**config.mk**
```make
export PLATFORM = sky130hd
export DESIGN_NAME = keyer_top
export DESIGN_NICKNAME = d
export VERILOG_FILES = /design/src/hw/keyer_pkg.sv /design/src/hw/video_timing.sv /design/src/hw/chroma_key.sv /design/src/hw/centroid_tracker.sv /design/src/hw/crosshair_overlay.sv /design/src/hw/uart_tx.sv /design/src/hw/keyer_top.sv
export SDC_FILE = /design/constraint.sdc
export NUM_CORES = 1
export LEC_CHECK = 0
export BUFFER_PORTS_ARGS = -buffer_cell sky130_fd_sc_hd__buf_2
export CORE_MARGIN = 2
export CORE_UTILIZATION = 45
export DETAILED_ROUTE_END_ITERATION = 8
export GPL_ROUTABILITY_DRIVEN = 1
export GPL_TIMING_DRIVEN = 0
export PLACE_DENSITY_LB_ADDON = 0.1
export SLEW_MARGIN = 10
export SYNTH_ARGS = -nofsm -noshare
export SYNTH_HDL_FRONTEND = slang
export SYNTH_SLANG_ARGS = --single-unit
```
**constraint.sdc**
```tcl
create_clock -name clk_pixel -period 10.2 [get_ports clk_pixel]
set_clock_uncertainty 0.15 [all_clocks]
set_input_delay 0.51 -clock clk_pixel [delete_from_list [all_inputs] [get_ports clk_pixel]]
set_output_delay 0.51 -clock clk_pixel [all_outputs]
set_load 0.05 [all_outputs]
```
**src/hw/keyer_pkg.sv**
```systemverilog
package keyer_pkg;

  // ==================================================
  // widths
  // ==================================================

  // raster coordinate, covers 1280 columns
  localparam int COORD_W = 11;
  // one color channel
  localparam int COLOR_W = 8;
  // per-frame coordinate sums and pixel count
  localparam int SUM_W = 32;
  // center message: x low, x high, y low, y high
  localparam int MSG_BYTES = 4;

  // ==================================================
  // pixel formats and colors
  // ==================================================

  // camera pixel, 5/6/5
  typedef struct packed {
    logic [4:0] r;
    logic [5:0] g;
    logic [4:0] b;
  } rgb565_t;

  // output pixel, red in the top byte
  typedef struct packed {
    logic [COLOR_W-1:0] r;
    logic [COLOR_W-1:0] g;
    logic [COLOR_W-1:0] b;
  } rgb888_t;

  localparam rgb888_t CROSSHAIR_COLOR = 24'hFF0000;
  localparam rgb888_t MASK_ON_COLOR = 24'hFFFFFF;
  localparam rgb888_t MASK_OFF_COLOR = 24'h000000;

  // ==================================================
  // enums
  // ==================================================

  // display view, set from the switches
  typedef enum logic [1:0] {
    VIEW_CAMERA = 2'b00,
    VIEW_MASK   = 2'b01,
    VIEW_CHROMA = 2'b10,
    VIEW_BLANK  = 2'b11
  } view_sel_e;

  // centroid divider
  typedef enum logic [1:0] {DIV_IDLE, DIV_X, DIV_Y, DIV_DONE} div_state_e;

  // uart serializer
  typedef enum logic [1:0] {UART_IDLE, UART_START, UART_DATA, UART_STOP} uart_state_e;

endpackage

```
**src/hw/video_timing.sv**
```systemverilog
`timescale 1ns/1ps

module video_timing #(
  parameter int H_ACTIVE = 1280,
  parameter int V_ACTIVE = 720,
  parameter int H_TOTAL = 1650,
  parameter int V_TOTAL = 750
) (
  input  logic                         clk_pixel,
  input  logic                         recent_reset,
  output logic [keyer_pkg::COORD_W-1:0] hcount_o,
  output logic [keyer_pkg::COORD_W-1:0] vcount_o,
  output logic                         active_o,
  output logic                         frame_end_o
);

  // end of line and end of frame
  logic h_last;
  logic v_last;

  assign h_last = (hcount_o == keyer_pkg::COORD_W'(H_TOTAL - 1));
  assign v_last = (vcount_o == keyer_pkg::COORD_W'(V_TOTAL - 1));

  // horizontal counter, wraps at H_TOTAL
  // vertical counter steps once per line
  always_ff @(posedge clk_pixel) begin
    if (recent_reset) begin
      hcount_o <= '0;
      vcount_o <= '0;
    end else begin
      if (h_last) begin
        hcount_o <= '0;
        if (v_last) begin
          vcount_o <= '0;
        end else begin
          vcount_o <= vcount_o + 1'b1;
        end
      end else begin
        hcount_o <= hcount_o + 1'b1;
      end
    end
  end

  // active area, top left corner of the raster
  assign active_o = (hcount_o < keyer_pkg::COORD_W'(H_ACTIVE)) &&
                    (vcount_o < keyer_pkg::COORD_W'(V_ACTIVE));

  // strobe on the last active pixel of the frame
  assign frame_end_o = (hcount_o == keyer_pkg::COORD_W'(H_ACTIVE - 1)) &&
                       (vcount_o == keyer_pkg::COORD_W'(V_ACTIVE - 1));

endmodule

```
**src/hw/chroma_key.sv**
```systemverilog
`timescale 1ns/1ps

module chroma_key (
  input  logic                          clk_pixel,
  input  logic                          recent_reset,
  input  keyer_pkg::rgb565_t            pixel_i,
  input  logic [keyer_pkg::COORD_W-1:0] hcount_i,
  input  logic [keyer_pkg::COORD_W-1:0] vcount_i,
  input  logic                          active_i,
  input  logic                          frame_end_i,
  input  logic [3:0]                    cr_upper_i,
  input  logic [3:0]                    cb_upper_i,
  input  keyer_pkg::view_sel_e          view_sel_i,
  output keyer_pkg::rgb888_t            pixel_o,
  output logic                          player_o,
  output logic [keyer_pkg::COORD_W-1:0] hcount_o,
  output logic [keyer_pkg::COORD_W-1:0] vcount_o,
  output logic                          active_o,
  output logic                          frame_end_o
);

  // widened pixel, carried along to the view mux
  keyer_pkg::rgb888_t rgb_s1, rgb_s2, rgb_s3;
  // chroma products, all positive, signs applied in the sum
  logic [14:0] cr_r, cr_g, cr_b;
  logic [14:0] cb_r, cb_g, cb_b;
  logic signed [16:0] cr_full, cb_full;
  logic signed [9:0] cr_ofs, cb_ofs;
  logic [keyer_pkg::COLOR_W-1:0] cr_val, cb_val;
  logic player_next;
  // position and flags, 4 deep
  logic [keyer_pkg::COORD_W-1:0] hcount_d [4];
  logic [keyer_pkg::COORD_W-1:0] vcount_d [4];
  logic [3:0] active_d;
  logic [3:0] frame_end_d;

  function automatic logic [7:0] clamp8(input logic signed [9:0] v);
    logic [7:0] res;
    if (v < 0) begin
      res = 8'd0;
    end else if (v > 255) begin
      res = 8'd255;
    end else begin
      res = v[7:0];
    end
    return res;
  endfunction

  // ==================================================
  // stage 1 widen, stage 2 multiply
  // ==================================================
  always_ff @(posedge clk_pixel) begin
    // zero-pad the low bits
    rgb_s1 <= {pixel_i.r, 3'b000, pixel_i.g, 2'b00, pixel_i.b, 3'b000};
    rgb_s2 <= rgb_s1;
    // Cr = 112R - 94G - 18B
    cr_r <= rgb_s1.r * 15'd112;
    cr_g <= rgb_s1.g * 15'd94;
    cr_b <= rgb_s1.b * 15'd18;
    // Cb = -38R - 74G + 112B
    cb_r <= rgb_s1.r * 15'd38;
    cb_g <= rgb_s1.g * 15'd74;
    cb_b <= rgb_s1.b * 15'd112;
  end

  // ==================================================
  // stage 3 sum, scale, offset and clamp
  // ==================================================
  assign cr_full = $signed({2'b00, cr_r}) - $signed({2'b00, cr_g}) - $signed({2'b00, cr_b});
  assign cb_full = $signed({2'b00, cb_b}) - $signed({2'b00, cb_r}) - $signed({2'b00, cb_g});
  // top bits of a signed sum give the floor of /256
  assign cr_ofs = $signed(cr_full[16:8]) + 10'sd128;
  assign cb_ofs = $signed(cb_full[16:8]) + 10'sd128;

  always_ff @(posedge clk_pixel) begin
    cr_val <= clamp8(cr_ofs);
    cb_val <= clamp8(cb_ofs);
    rgb_s3 <= rgb_s2;
  end

  // ==================================================
  // stage 4 threshold and view select
  // ==================================================
  // green screen when both chroma values sit at or under the bounds
  assign player_next = active_d[2] &&
                       !((cr_val <= {cr_upper_i, 4'b0000}) && (cb_val <= {cb_upper_i, 4'b0000}));

  always_ff @(posedge clk_pixel) begin
    case (view_sel_i)
      keyer_pkg::VIEW_CAMERA: pixel_o <= rgb_s3;
      keyer_pkg::VIEW_MASK: begin
        pixel_o <= player_next ? keyer_pkg::MASK_ON_COLOR : keyer_pkg::MASK_OFF_COLOR;
      end
      keyer_pkg::VIEW_CHROMA: pixel_o <= {cr_val, cr_val, cr_val};
      default: pixel_o <= keyer_pkg::MASK_OFF_COLOR;
    endcase
  end

  always_ff @(posedge clk_pixel) begin
    if (recent_reset) begin
      player_o <= 1'b0;
      active_d <= '0;
      frame_end_d <= '0;
    end else begin
      player_o <= player_next;
      active_d <= {active_d[2:0], active_i};
      frame_end_d <= {frame_end_d[2:0], frame_end_i};
    end
  end

  // position rides along with the pixel
  always_ff @(posedge clk_pixel) begin
    hcount_d[0] <= hcount_i;
    vcount_d[0] <= vcount_i;
    for (int i = 1; i < 4; i++) begin
      hcount_d[i] <= hcount_d[i-1];
      vcount_d[i] <= vcount_d[i-1];
    end
  end

  assign hcount_o = hcount_d[3];
  assign vcount_o = vcount_d[3];
  assign active_o = active_d[3];
  assign frame_end_o = frame_end_d[3];

endmodule

```
**src/hw/centroid_tracker.sv**
```systemverilog
`timescale 1ns/1ps

module centroid_tracker (
  input  logic                          clk_pixel,
  input  logic                          recent_reset,
  input  logic [keyer_pkg::COORD_W-1:0] hcount_i,
  input  logic [keyer_pkg::COORD_W-1:0] vcount_i,
  input  logic                          player_i,
  input  logic                          frame_end_i,
  output logic [keyer_pkg::COORD_W-1:0] com_x_o,
  output logic [keyer_pkg::COORD_W-1:0] com_y_o,
  output logic                          com_valid_o
);

  localparam int SW = keyer_pkg::SUM_W;
  localparam int CNT_W = $clog2(SW);

  // running sums for the current frame
  logic [SW-1:0] x_sum, y_sum, pix_count;
  // sums including the pixel at hand
  logic [SW-1:0] x_total, y_total, count_total;
  keyer_pkg::div_state_e div_state;
  logic [SW-1:0] quo, divisor, y_snap;
  logic [SW:0] rem, rem_sh;
  logic [SW-1:0] quo_next;
  logic ge;
  logic [CNT_W-1:0] bit_cnt;
  logic [keyer_pkg::COORD_W-1:0] x_quo;

  assign x_total = x_sum + (player_i ? SW'(hcount_i) : '0);
  assign y_total = y_sum + (player_i ? SW'(vcount_i) : '0);
  assign count_total = pix_count + SW'(player_i);

  // ==================================================
  // per-frame accumulation
  // ==================================================
  always_ff @(posedge clk_pixel) begin
    if (recent_reset || frame_end_i) begin
      // frame end hands the totals to the divider
      x_sum <= '0;
      y_sum <= '0;
      pix_count <= '0;
    end else begin
      x_sum <= x_total;
      y_sum <= y_total;
      pix_count <= count_total;
    end
  end

  // ==================================================
  // restoring divider, x then y
  // ==================================================
  // shift in the next dividend bit, subtract when it fits
  assign rem_sh = {rem[SW-1:0], quo[SW-1]};
  assign ge = (rem_sh >= {1'b0, divisor});
  assign quo_next = {quo[SW-2:0], ge};

  always_ff @(posedge clk_pixel) begin
    if (recent_reset) begin
      div_state <= keyer_pkg::DIV_IDLE;
      com_x_o <= '0;
      com_y_o <= '0;
      com_valid_o <= 1'b0;
    end else begin
      com_valid_o <= 1'b0;
      case (div_state)
        keyer_pkg::DIV_IDLE: begin
          // empty frame keeps the last center
          if (frame_end_i && (count_total != '0)) begin
            quo <= x_total;
            rem <= '0;
            divisor <= count_total;
            y_snap <= y_total;
            bit_cnt <= '0;
            div_state <= keyer_pkg::DIV_X;
          end
        end
        keyer_pkg::DIV_X, keyer_pkg::DIV_Y: begin
          rem <= ge ? rem_sh - {1'b0, divisor} : rem_sh;
          quo <= quo_next;
          bit_cnt <= bit_cnt + 1'b1;
          if (bit_cnt == CNT_W'(SW - 1)) begin
            if (div_state == keyer_pkg::DIV_X) begin
              // x done, restart on the y sum
              x_quo <= quo_next[keyer_pkg::COORD_W-1:0];
              quo <= y_snap;
              rem <= '0;
              div_state <= keyer_pkg::DIV_Y;
            end else begin
              div_state <= keyer_pkg::DIV_DONE;
            end
          end
        end
        default: begin
          // quotient fits the coordinate width
          com_x_o <= x_quo;
          com_y_o <= quo[keyer_pkg::COORD_W-1:0];
          com_valid_o <= 1'b1;
          div_state <= keyer_pkg::DIV_IDLE;
        end
      endcase
    end
  end

endmodule

```
**src/hw/crosshair_overlay.sv**
```systemverilog
`timescale 1ns/1ps

module crosshair_overlay (
  input  logic                          clk_pixel,
  input  logic                          recent_reset,
  input  keyer_pkg::rgb888_t            pixel_i,
  input  logic [keyer_pkg::COORD_W-1:0] hcount_i,
  input  logic [keyer_pkg::COORD_W-1:0] vcount_i,
  input  logic                          active_i,
  input  logic [keyer_pkg::COORD_W-1:0] com_x_i,
  input  logic [keyer_pkg::COORD_W-1:0] com_y_i,
  input  logic                          crosshair_en_i,
  output keyer_pkg::rgb888_t            rgb_o,
  output logic [keyer_pkg::COORD_W-1:0] pix_hcount_o,
  output logic [keyer_pkg::COORD_W-1:0] pix_vcount_o,
  output logic                          pix_active_o
);

  // on the center row or column
  logic on_cross;

  assign on_cross = crosshair_en_i && active_i &&
                    ((hcount_i == com_x_i) || (vcount_i == com_y_i));

  // output register, one cycle after the keyed pixel
  always_ff @(posedge clk_pixel) begin
    rgb_o <= on_cross ? keyer_pkg::CROSSHAIR_COLOR : pixel_i;
    pix_hcount_o <= hcount_i;
    pix_vcount_o <= vcount_i;
  end

  always_ff @(posedge clk_pixel) begin
    if (recent_reset) begin
      pix_active_o <= 1'b0;
    end else begin
      pix_active_o <= active_i;
    end
  end

endmodule

```
**src/hw/uart_tx.sv**
```systemverilog
`timescale 1ns/1ps

module uart_tx #(
  parameter int CLKS_PER_BIT = 644
) (
  input  logic                          clk_pixel,
  input  logic                          recent_reset,
  input  logic [keyer_pkg::COORD_W-1:0] com_x_i,
  input  logic [keyer_pkg::COORD_W-1:0] com_y_i,
  input  logic                          start_i,
  output logic                          tx_o
);

  localparam int TMR_W = $clog2(CLKS_PER_BIT + 1);
  localparam int BYTE_W = $clog2(keyer_pkg::MSG_BYTES);
  localparam int PAD_W = 16 - keyer_pkg::COORD_W;

  keyer_pkg::uart_state_e uart_state;
  logic [TMR_W-1:0] timer;
  logic bit_end;
  logic [2:0] bit_idx;
  logic [BYTE_W-1:0] byte_cnt;
  // message, sent from the bottom byte up
  logic [8*keyer_pkg::MSG_BYTES-1:0] msg;

  assign bit_end = (timer == TMR_W'(CLKS_PER_BIT - 1));

  always_ff @(posedge clk_pixel) begin
    if (recent_reset) begin
      uart_state <= keyer_pkg::UART_IDLE;
      timer <= '0;
      byte_cnt <= '0;
      tx_o <= 1'b1;
    end else begin
      timer <= bit_end ? '0 : timer + 1'b1;
      case (uart_state)
        keyer_pkg::UART_IDLE: begin
          timer <= '0;
          tx_o <= 1'b1;
          // a center arriving while busy is dropped
          if (start_i) begin
            msg <= {{PAD_W{1'b0}}, com_y_i, {PAD_W{1'b0}}, com_x_i};
            byte_cnt <= '0;
            tx_o <= 1'b0;
            uart_state <= keyer_pkg::UART_START;
          end
        end
        keyer_pkg::UART_START: begin
          if (bit_end) begin
            bit_idx <= '0;
            tx_o <= msg[0];
            uart_state <= keyer_pkg::UART_DATA;
          end
        end
        keyer_pkg::UART_DATA: begin
          // lsb first, the shift lines up the next byte too
          if (bit_end) begin
            msg <= msg >> 1;
            if (bit_idx == 3'd7) begin
              tx_o <= 1'b1;
              uart_state <= keyer_pkg::UART_STOP;
            end else begin
              bit_idx <= bit_idx + 1'b1;
              tx_o <= msg[1];
            end
          end
        end
        default: begin
          if (bit_end) begin
            if (byte_cnt == BYTE_W'(keyer_pkg::MSG_BYTES - 1)) begin
              uart_state <= keyer_pkg::UART_IDLE;
            end else begin
              byte_cnt <= byte_cnt + 1'b1;
              tx_o <= 1'b0;
              uart_state <= keyer_pkg::UART_START;
            end
          end
        end
      endcase
    end
  end

endmodule

```
**src/hw/keyer_top.sv**
```systemverilog
`timescale 1ns/1ps

module keyer_top #(
  parameter int H_ACTIVE = 1280,
  parameter int V_ACTIVE = 720,
  parameter int H_TOTAL = 1650,
  parameter int V_TOTAL = 750,
  parameter int CLKS_PER_BIT = 644
) (
  input  logic                          clk_pixel,
  input  logic                          recent_reset,
  input  keyer_pkg::rgb565_t            pixel_i,
  input  logic [3:0]                    cr_upper_i,
  input  logic [3:0]                    cb_upper_i,
  input  keyer_pkg::view_sel_e          view_sel_i,
  input  logic                          crosshair_en_i,
  output logic [keyer_pkg::COORD_W-1:0] hcount_o,
  output logic [keyer_pkg::COORD_W-1:0] vcount_o,
  output keyer_pkg::rgb888_t            rgb_o,
  output logic [keyer_pkg::COORD_W-1:0] pix_hcount_o,
  output logic [keyer_pkg::COORD_W-1:0] pix_vcount_o,
  output logic                          pix_active_o,
  output logic [keyer_pkg::COORD_W-1:0] com_x_o,
  output logic [keyer_pkg::COORD_W-1:0] com_y_o,
  output logic                          com_valid_o,
  output logic                          uart_tx_o
);

  // raster flags
  logic active, frame_end;
  // keyed stream, 4 cycles behind the raster
  keyer_pkg::rgb888_t key_pixel;
  logic key_player, key_active, key_frame_end;
  logic [keyer_pkg::COORD_W-1:0] key_hcount, key_vcount;

  video_timing #(
    .H_ACTIVE(H_ACTIVE), .V_ACTIVE(V_ACTIVE), .H_TOTAL(H_TOTAL), .V_TOTAL(V_TOTAL)
  ) u_timing (
    .clk_pixel(clk_pixel), .recent_reset(recent_reset),
    .hcount_o(hcount_o), .vcount_o(vcount_o),
    .active_o(active), .frame_end_o(frame_end)
  );

  chroma_key u_key (
    .clk_pixel(clk_pixel), .recent_reset(recent_reset),
    .pixel_i(pixel_i), .hcount_i(hcount_o), .vcount_i(vcount_o),
    .active_i(active), .frame_end_i(frame_end),
    .cr_upper_i(cr_upper_i), .cb_upper_i(cb_upper_i), .view_sel_i(view_sel_i),
    .pixel_o(key_pixel), .player_o(key_player),
    .hcount_o(key_hcount), .vcount_o(key_vcount),
    .active_o(key_active), .frame_end_o(key_frame_end)
  );

  centroid_tracker u_tracker (
    .clk_pixel(clk_pixel), .recent_reset(recent_reset),
    .hcount_i(key_hcount), .vcount_i(key_vcount),
    .player_i(key_player), .frame_end_i(key_frame_end),
    .com_x_o(com_x_o), .com_y_o(com_y_o), .com_valid_o(com_valid_o)
  );

  // crosshair follows the held center
  crosshair_overlay u_overlay (
    .clk_pixel(clk_pixel), .recent_reset(recent_reset),
    .pixel_i(key_pixel), .hcount_i(key_hcount), .vcount_i(key_vcount),
    .active_i(key_active), .com_x_i(com_x_o), .com_y_i(com_y_o),
    .crosshair_en_i(crosshair_en_i), .rgb_o(rgb_o),
    .pix_hcount_o(pix_hcount_o), .pix_vcount_o(pix_vcount_o), .pix_active_o(pix_active_o)
  );

  uart_tx #(
    .CLKS_PER_BIT(CLKS_PER_BIT)
  ) u_uart (
    .clk_pixel(clk_pixel), .recent_reset(recent_reset),
    .com_x_i(com_x_o), .com_y_i(com_y_o),
    .start_i(com_valid_o), .tx_o(uart_tx_o)
  );

endmodule

```
# [After elaboration in Yosys (flattened, before gate mapping)]
# Memory sizes are Yosys's and may differ from the RTL's.
# Index checks and enable logic that the tools add are counted.
[classes] order_cmp=9 reduce_logical=32 bitwise_logic=2 n_mux=48 eq_ne=25 n_addsub=16 multipliers=6
[op_table] operator="32-bit two-way mux" count=9
[op_table] operator="32-bit case mux with 2 select lines" count=3
[op_table] operator="24-bit case mux with 3 select lines" count=1
[op_table] operator="32-bit adder" count=2
[op_table] operator="33-bit by 32-bit >= comparator with 1-bit output" count=1
[op_table] operator="11-bit two-way mux" count=3
[op_table] operator="32-bit by 1-bit adder with 32-bit output" count=1
[op_table] operator="32-bit nonzero test" count=1
[op_table] operator="32-bit subtractor" count=1
[op_table] operator="6-bit by 6-bit multiplier with 12-bit output (second input constant)" count=2
[op_table] operator="24-bit two-way mux" count=1
[op_table] operator="11-bit by 1-bit adder with 11-bit output (second input constant)" count=2
[op_table] operator="11-bit by 10-bit equality test with 1-bit output (second input constant)" count=2
[op_table] operator="11-bit equality test" count=2
[op_table] operator="11-bit equality test (second input constant)" count=2
[op_table] operator="9-bit by 9-bit adder with 10-bit output (second input constant)" count=2
[op_table] operator="10-bit by 9-bit greater-than comparator with 1-bit output (second input constant)" count=2
[op_table] operator="10-bit by 1-bit less-than comparator with 1-bit output (second input constant)" count=2
[op_table] operator="2-bit two-way mux" count=10
[op_table] operator="16-bit by 14-bit subtractor with 17-bit output" count=1
[op_table] operator="16-bit by 16-bit subtractor with 17-bit output" count=1
[op_table] operator="8-bit less-or-equal comparator" count=2
[op_table] operator="5-bit by 3-bit multiplier with 8-bit output (second input constant)" count=2
[op_table] operator="8-bit two-way mux" count=2
[op_table] operator="38 further kinds" count=81
[totals] regBits=540 out_inout_bits=93 n_memories=2 ram_bits=88 in_bits=29
[memory_table] memory="u_key.hcount_d" words=4 width=11 read_ports=4 rd_ports_with_merged_regs=0 wr=4 line_no="chroma_key.sv:32" rtl="logic [keyer_pkg::COORD_W-1:0] hcount_d [4];"
[memory_table] memory="u_key.vcount_d" words=4 width=11 read_ports=4 rd_ports_with_merged_regs=0 wr=4 line_no="chroma_key.sv:33" rtl="logic [keyer_pkg::COORD_W-1:0] vcount_d [4];"

# [Logic depth before layout (Yosys ltp)]
[logic_depth] word_depth=6 ltp_mapped=21

# [By module]
# From an unflattened synthesis, not the netlist that was laid out.
[unflattened] cells_unflattened=2534 area_unflattened_um2=27356.2
[modules_own_cells] module="centroid_tracker" seq_area_each_um2=6746.5 area_per_inst_um2=13767.0 cells_each=1344 n_inst=1
[modules_own_cells] module="chroma_key" seq_area_each_um2=4584.4 area_per_inst_um2=9051.2 cells_each=792 n_inst=1
[modules_own_cells] module="uart_tx" seq_area_each_um2=1201.2 area_per_inst_um2=2052.0 cells_each=163 n_inst=1
[modules_own_cells] module="crosshair_overlay" seq_area_each_um2=940.9 area_per_inst_um2=1396.3 cells_each=107 n_inst=1
[modules_own_cells] module="video_timing" seq_area_each_um2=440.4 area_per_inst_um2=1089.8 cells_each=128 n_inst=1

# [Least setup slack after synthesis]
# Ideal clock, no wire load.
[synth_timing] kind="register to register" startpoint="register u_key.player_o" endpoint="register u_tracker.divisor[0] (enable)" setup_ps=644 n_path_buf=0 path_stages_with_launch=10 t_arrival_ps=8169 required_ps=9406 path_slack_ps=1236 cell_sequence="dfxtp_1 > ha_1 > ha_1 > nand4_1 > nor4_4 > a211oi_1 > a41o_1 > o22ai_1 > nor4_1 > nor4_1"
[synth_via] elab_chain_cells=4
[synth_lines] item="start, declared" line_no="chroma_key.sv:15" rtl="output logic player_o,"
[synth_lines] item="start signal, assigned" line_no="chroma_key.sv:105" rtl="player_o <= player_next;"
[synth_lines] item="32-bit by 1-bit adder with 32-bit output" line_no="centroid_tracker.sv:32" rtl="assign count_total = pix_count + SW'(player_i);"
[synth_lines] item="32-bit nonzero test" line_no="centroid_tracker.sv:69" rtl="if (frame_end_i && (count_total != '0)) begin"
[synth_lines] item="1-bit logical AND" line_no="centroid_tracker.sv:69"
[synth_lines] item="3-bit AND reduction (no source line)"
[synth_lines] item="end signal, assigned" line_no="centroid_tracker.sv:72" rtl="divisor <= count_total;"
[synth_lines] item="end, declared" line_no="centroid_tracker.sv:23" rtl="logic [SW-1:0] quo, divisor, y_snap;"
# No other way between the ends.
# A chain may end at the register's enable or synchronous reset.

# [Worst setup path after layout]
[layout_timing] startpoint="register u_key.player_o" endpoint="register u_tracker.y_snap[11] (enable)"
[layout_via] elab_chain_cells=4
[layout_lines] item="32-bit by 1-bit adder with 32-bit output" line_no="centroid_tracker.sv:32"
[layout_lines] item="32-bit nonzero test" line_no="centroid_tracker.sv:69"
[layout_lines] item="1-bit logical AND" line_no="centroid_tracker.sv:69"
[layout_lines] item="3-bit AND reduction (no source line)"
[layout_lines] item="end signal, assigned" line_no="centroid_tracker.sv:73" rtl="y_snap <= y_total;"
[layout_lines] item="end, declared" line_no="centroid_tracker.sv:23"
# No other way between the ends.

==> flow_summary.ini <==
[placed_design]
dp_hpwl_um = 46300
portBuffers = 120
place.gp.congestion = 0.890

[timing]
hold_viol = 0
fin_crit_ns = 4.57
maxSlewViolCount = 0
setup_viol = 0
tightest_slew_ns = 1.04
tns_ns = 0
fin_crit_sh_pct = 44.8
fmax_mhz = 219
max-slew-margin-rel_pct = 30.4
rsz0062_at_grt = false

[run]
drv_cap = 0

[detailed_routing]
drc = 0
drt-vias-per-instance = 5.14
drtAntennaViolNets = 0
drt_iter0_drc = 853
wl_per_cell_um = 17.0
wl_um = 61600
drt-pass1-iter-count = 5
vias = 18635

[cts]
cts_setup_buffers = 0
clockRootBuffer = clkbuf_16
cts_tree = built
clock_path_buffers = 3
clk_latency_ns = 0.60
htree_levels = 3
clk_pin_slew_ns = 0.06
cts_made_buffers = 68
cts.sink_count = 606

[layout]
nets = 3031
syn_to_final_growth_pct = 15.7
drive_gt1_share_pct = 12.0
final_common_cell = dfxtp_1
layout.cells.most_common_list = 432 x dfxtp_1, 188 x ha_1, 183 x inv_1, 177 x nor2_1, 174 x edfxtp_1

[setup_path]
critPathSlowestCell = or4_4
critPathKind = flip-flop to flip-flop
crit_chain = ha_1 > ha_1 > nand4_1 > nor3_1 > xnor2_1 > o2111ai_1 > or4_4 > nor4_1 > nor4_2 > buf_4 > buf_4 > buf_4 > buf_4
startpoint_type = flip-flop
cp_common_cell = buf_4
reg2reg_depth = 13
r2r_end = u_tracker.y_snap[11]
rrSetupSlack_ns = 5.63
path_max_fanout = 9
crit_family = simple AND/OR/NAND/NOR gates
path_buf_inv = 4
cp.arrival_ns = 4.78
worst_ep_required_time_ns = 10.41
regToRegStartpoint = u_key.player_o
cp_slowest_stage_delay_ns = 0.57
end_kind = flip-flop

[run_status]
status = complete, no violations

[grt]
grt_max_degree = 28
overflow = 0
antenna_found_initial = 2
grt_pass1_wl_um = 98900
grt_pass1_vias = 18592
grtUsageTotal_pct = 19.7

[floorplanning]
num_rows = 90
die_w_um = 250
initial_core_util_pct = 45.3
io_pins = 122
core_area_mm2 = 0.0601
die_h_um = 250
dieArea_mm2 = 0.0626

[power_and_ir_drop]
p_int_w = 0.00469
combPwrFrac_pct = 19.5
peakVddDrop_mv = 0.185
swShare_pct = 27.8
pwr-share-seq_pct = 41.7
power.leakage_nw = 13.7
total_power_w = 0.00649
pwr-share-clk_pct = 38.9
p_switching_w = 0.00180
power.density_mw_per_mm2 = 206

[worst_hold_path]
worstHoldEndpoint = u_key.pixel_o[6]
worstHoldPathCells = 2
hp-class = input port to flip-flop
worstHoldStart = view_sel_i[0]

[synthesis]
synth_top_area_share_pct = 31.7
seq_area_frac_synth_pct = 50.9
netlist_area_mm2 = 0.0273
synth_edf_count = 174
avgSynthCellArea_um2 = 10.6
yosysTopAreaCell = dfxtp_1
synth_fp_nets = 2811
ys_ff_latch = 606
netlist_instances = 2566
netlist_top_cells_area = dfxtp_1 32%, edfxtp_1 19%, ha_1 8.6%
synth_warnings = 0
synth-main-ff-cell = dfxtp_1
ys_types = 88
async_flop_share_pct = 0
==> Yosys cell counts (7+ instances only) <==
cell type  count
a31oi_1       12
and4_1        12
nand2b_1      18
nor2_1       178
or2_2         16
a21o_1        41
and3_1        51
mux2i_1       49
nand2_1      135
xnor2_1      119
a211o_1        7
edfxtp_1     174
a21boi_0       7
dfxtp_1      432
nor3_1        34
ha_1         188
o21ai_0       76
nand3_1       60
nor2b_1       44
or3_1         11
nand4_1       34
nand4b_1       7
inv_1        183
and2_1        93
fa_1          28
o21a_1        10
nor4_1        16
o2111ai_1      7
a211oi_1      46
a21oi_1      161
clkbuf_1      59
o211ai_1       8
mux2_2        28
buf_2          8
nand3b_1       7
o21bai_1      18
xor2_1        85
==> final cells by class <==
class                   count  area (µm²)
well taps                 782         978
fillers                  5423       28600
clock inverters            32         377
flip-flops and latches    606       13900
plain buffers              83         380
diodes                      1        2.50
multi-input cells        1692       12300
repair buffers            150         893
inverters                 185         694
clock buffers              94        1990
==> sequential cells by signal, indices dropped and copies added (netlist names), 16 cells and up <==
| register | cells |
|---|---|
| u_tracker.quo | 32 |
| u_tracker.x_sum | 32 |
| u_uart.msg | 27 |
| u_key.rgb_s2 | 16 |
| u_tracker.divisor | 32 |
| u_key.hcount_d | 44 |
| u_key.vcount_d | 44 |
| u_overlay.rgb_o | 22 |
| u_key.rgb_s3 | 16 |
| u_tracker.y_snap | 32 |
| u_tracker.y_sum | 32 |
| u_tracker.pix_count | 32 |
| u_tracker.rem | 32 |
| u_key.rgb_s1 | 16 |
| u_key.pixel_o | 19 |
==> worst register-to-register path: stages (launching register included) <==
cell       delay, ns
dfxtp_1         0.54
ha_1            0.30
ha_1            0.29
nand4_1         0.40
nor3_1          0.36
xnor2_1         0.25
o2111ai_1       0.23
or4_4           0.57
nor4_1          0.37
nor4_2          0.14
buf_4           0.23
buf_4           0.17
buf_4           0.17
buf_4           0.17
==> power groups by stage <==
stage                     clock [W]  combinational [W]  sequential, W
after global placement            0            0.00123        0.00276
after detailed placement          0            0.00126        0.00276
after CTS                   0.00259            0.00127        0.00271
after floorplan                   0           0.000935        0.00280
final                       0.00252            0.00126        0.00270
after global routing        0.00269            0.00144        0.00272
==> kinds of logic after synthesis <==
| kind of cell | Yosys count | synth area share, % |
|---|---|---|
| simple gates | 754 | 14.8 |
| flops | 606 | 50.9 |
| compound gates | 440 | 10.2 |
| buf+inv | 268 | 3.94 |
| fa+ha+maj | 216 | 10.7 |
| xor+xnor | 205 | 6.61 |
| mux | 77 | 2.95 |
==> per-stage QoR <==
| step | instances | worst slack (ns) | util [%] | hold slack [ns] | instance area, µm² |
|---|---|---|---|---|---|
| after detailed placement | 3482 | 5.60 | 48.2 | 0.162 | 29000 |
| after CTS | 3624 | 5.58 | 52.4 | 0.0507 | 31500 |
| after global routing | 3624 | 5.38 | 52.4 | 0.103 | 31500 |
| after global placement | 3468 | -2.33 | 48.0 | 0.160 | 28800 |
| after floorplan | 2566 | 1.24 | - | 0.160 | 27300 |
| final | 3625 | 5.63 | 52.4 | 0.0891 | 31500 |
==> routing by layer <==
layer	wire (µm)	global-route usage, %	vias to the layer above
met5	0	0	-
met4	1740	7.20	0
met3	2060	2.64	99
met2	28700	32.5	271
met1	29100	26.4	8859
li1	-	-	9406
==> what timing repair did <==
| item | CTS | global route |
|---|---|---|
| hold endpoints to repair | 16 | 0 |
| gates resized for setup | 0 | 0 |
| hold buffers | 16 | 0 |
==> worst max-delay path by stage <==
stage	end	slack (ns)	depth (start not counted)	start
after floorplan	u_tracker.divisor[0]	1.24	9	u_key.player_o
after global placement	u_tracker.y_snap[4]	-2.33	9	u_key.player_o
after detailed placement	u_tracker.y_snap[8]	5.60	13	u_key.player_o
after CTS	u_tracker.y_snap[11]	5.58	13	u_key.player_o
after global routing	u_tracker.quo[26]	5.38	13	u_key.player_o
final	u_tracker.y_snap[11]	5.63	13	u_key.player_o
Note: power is estimated with default switching activity, not from simulation.
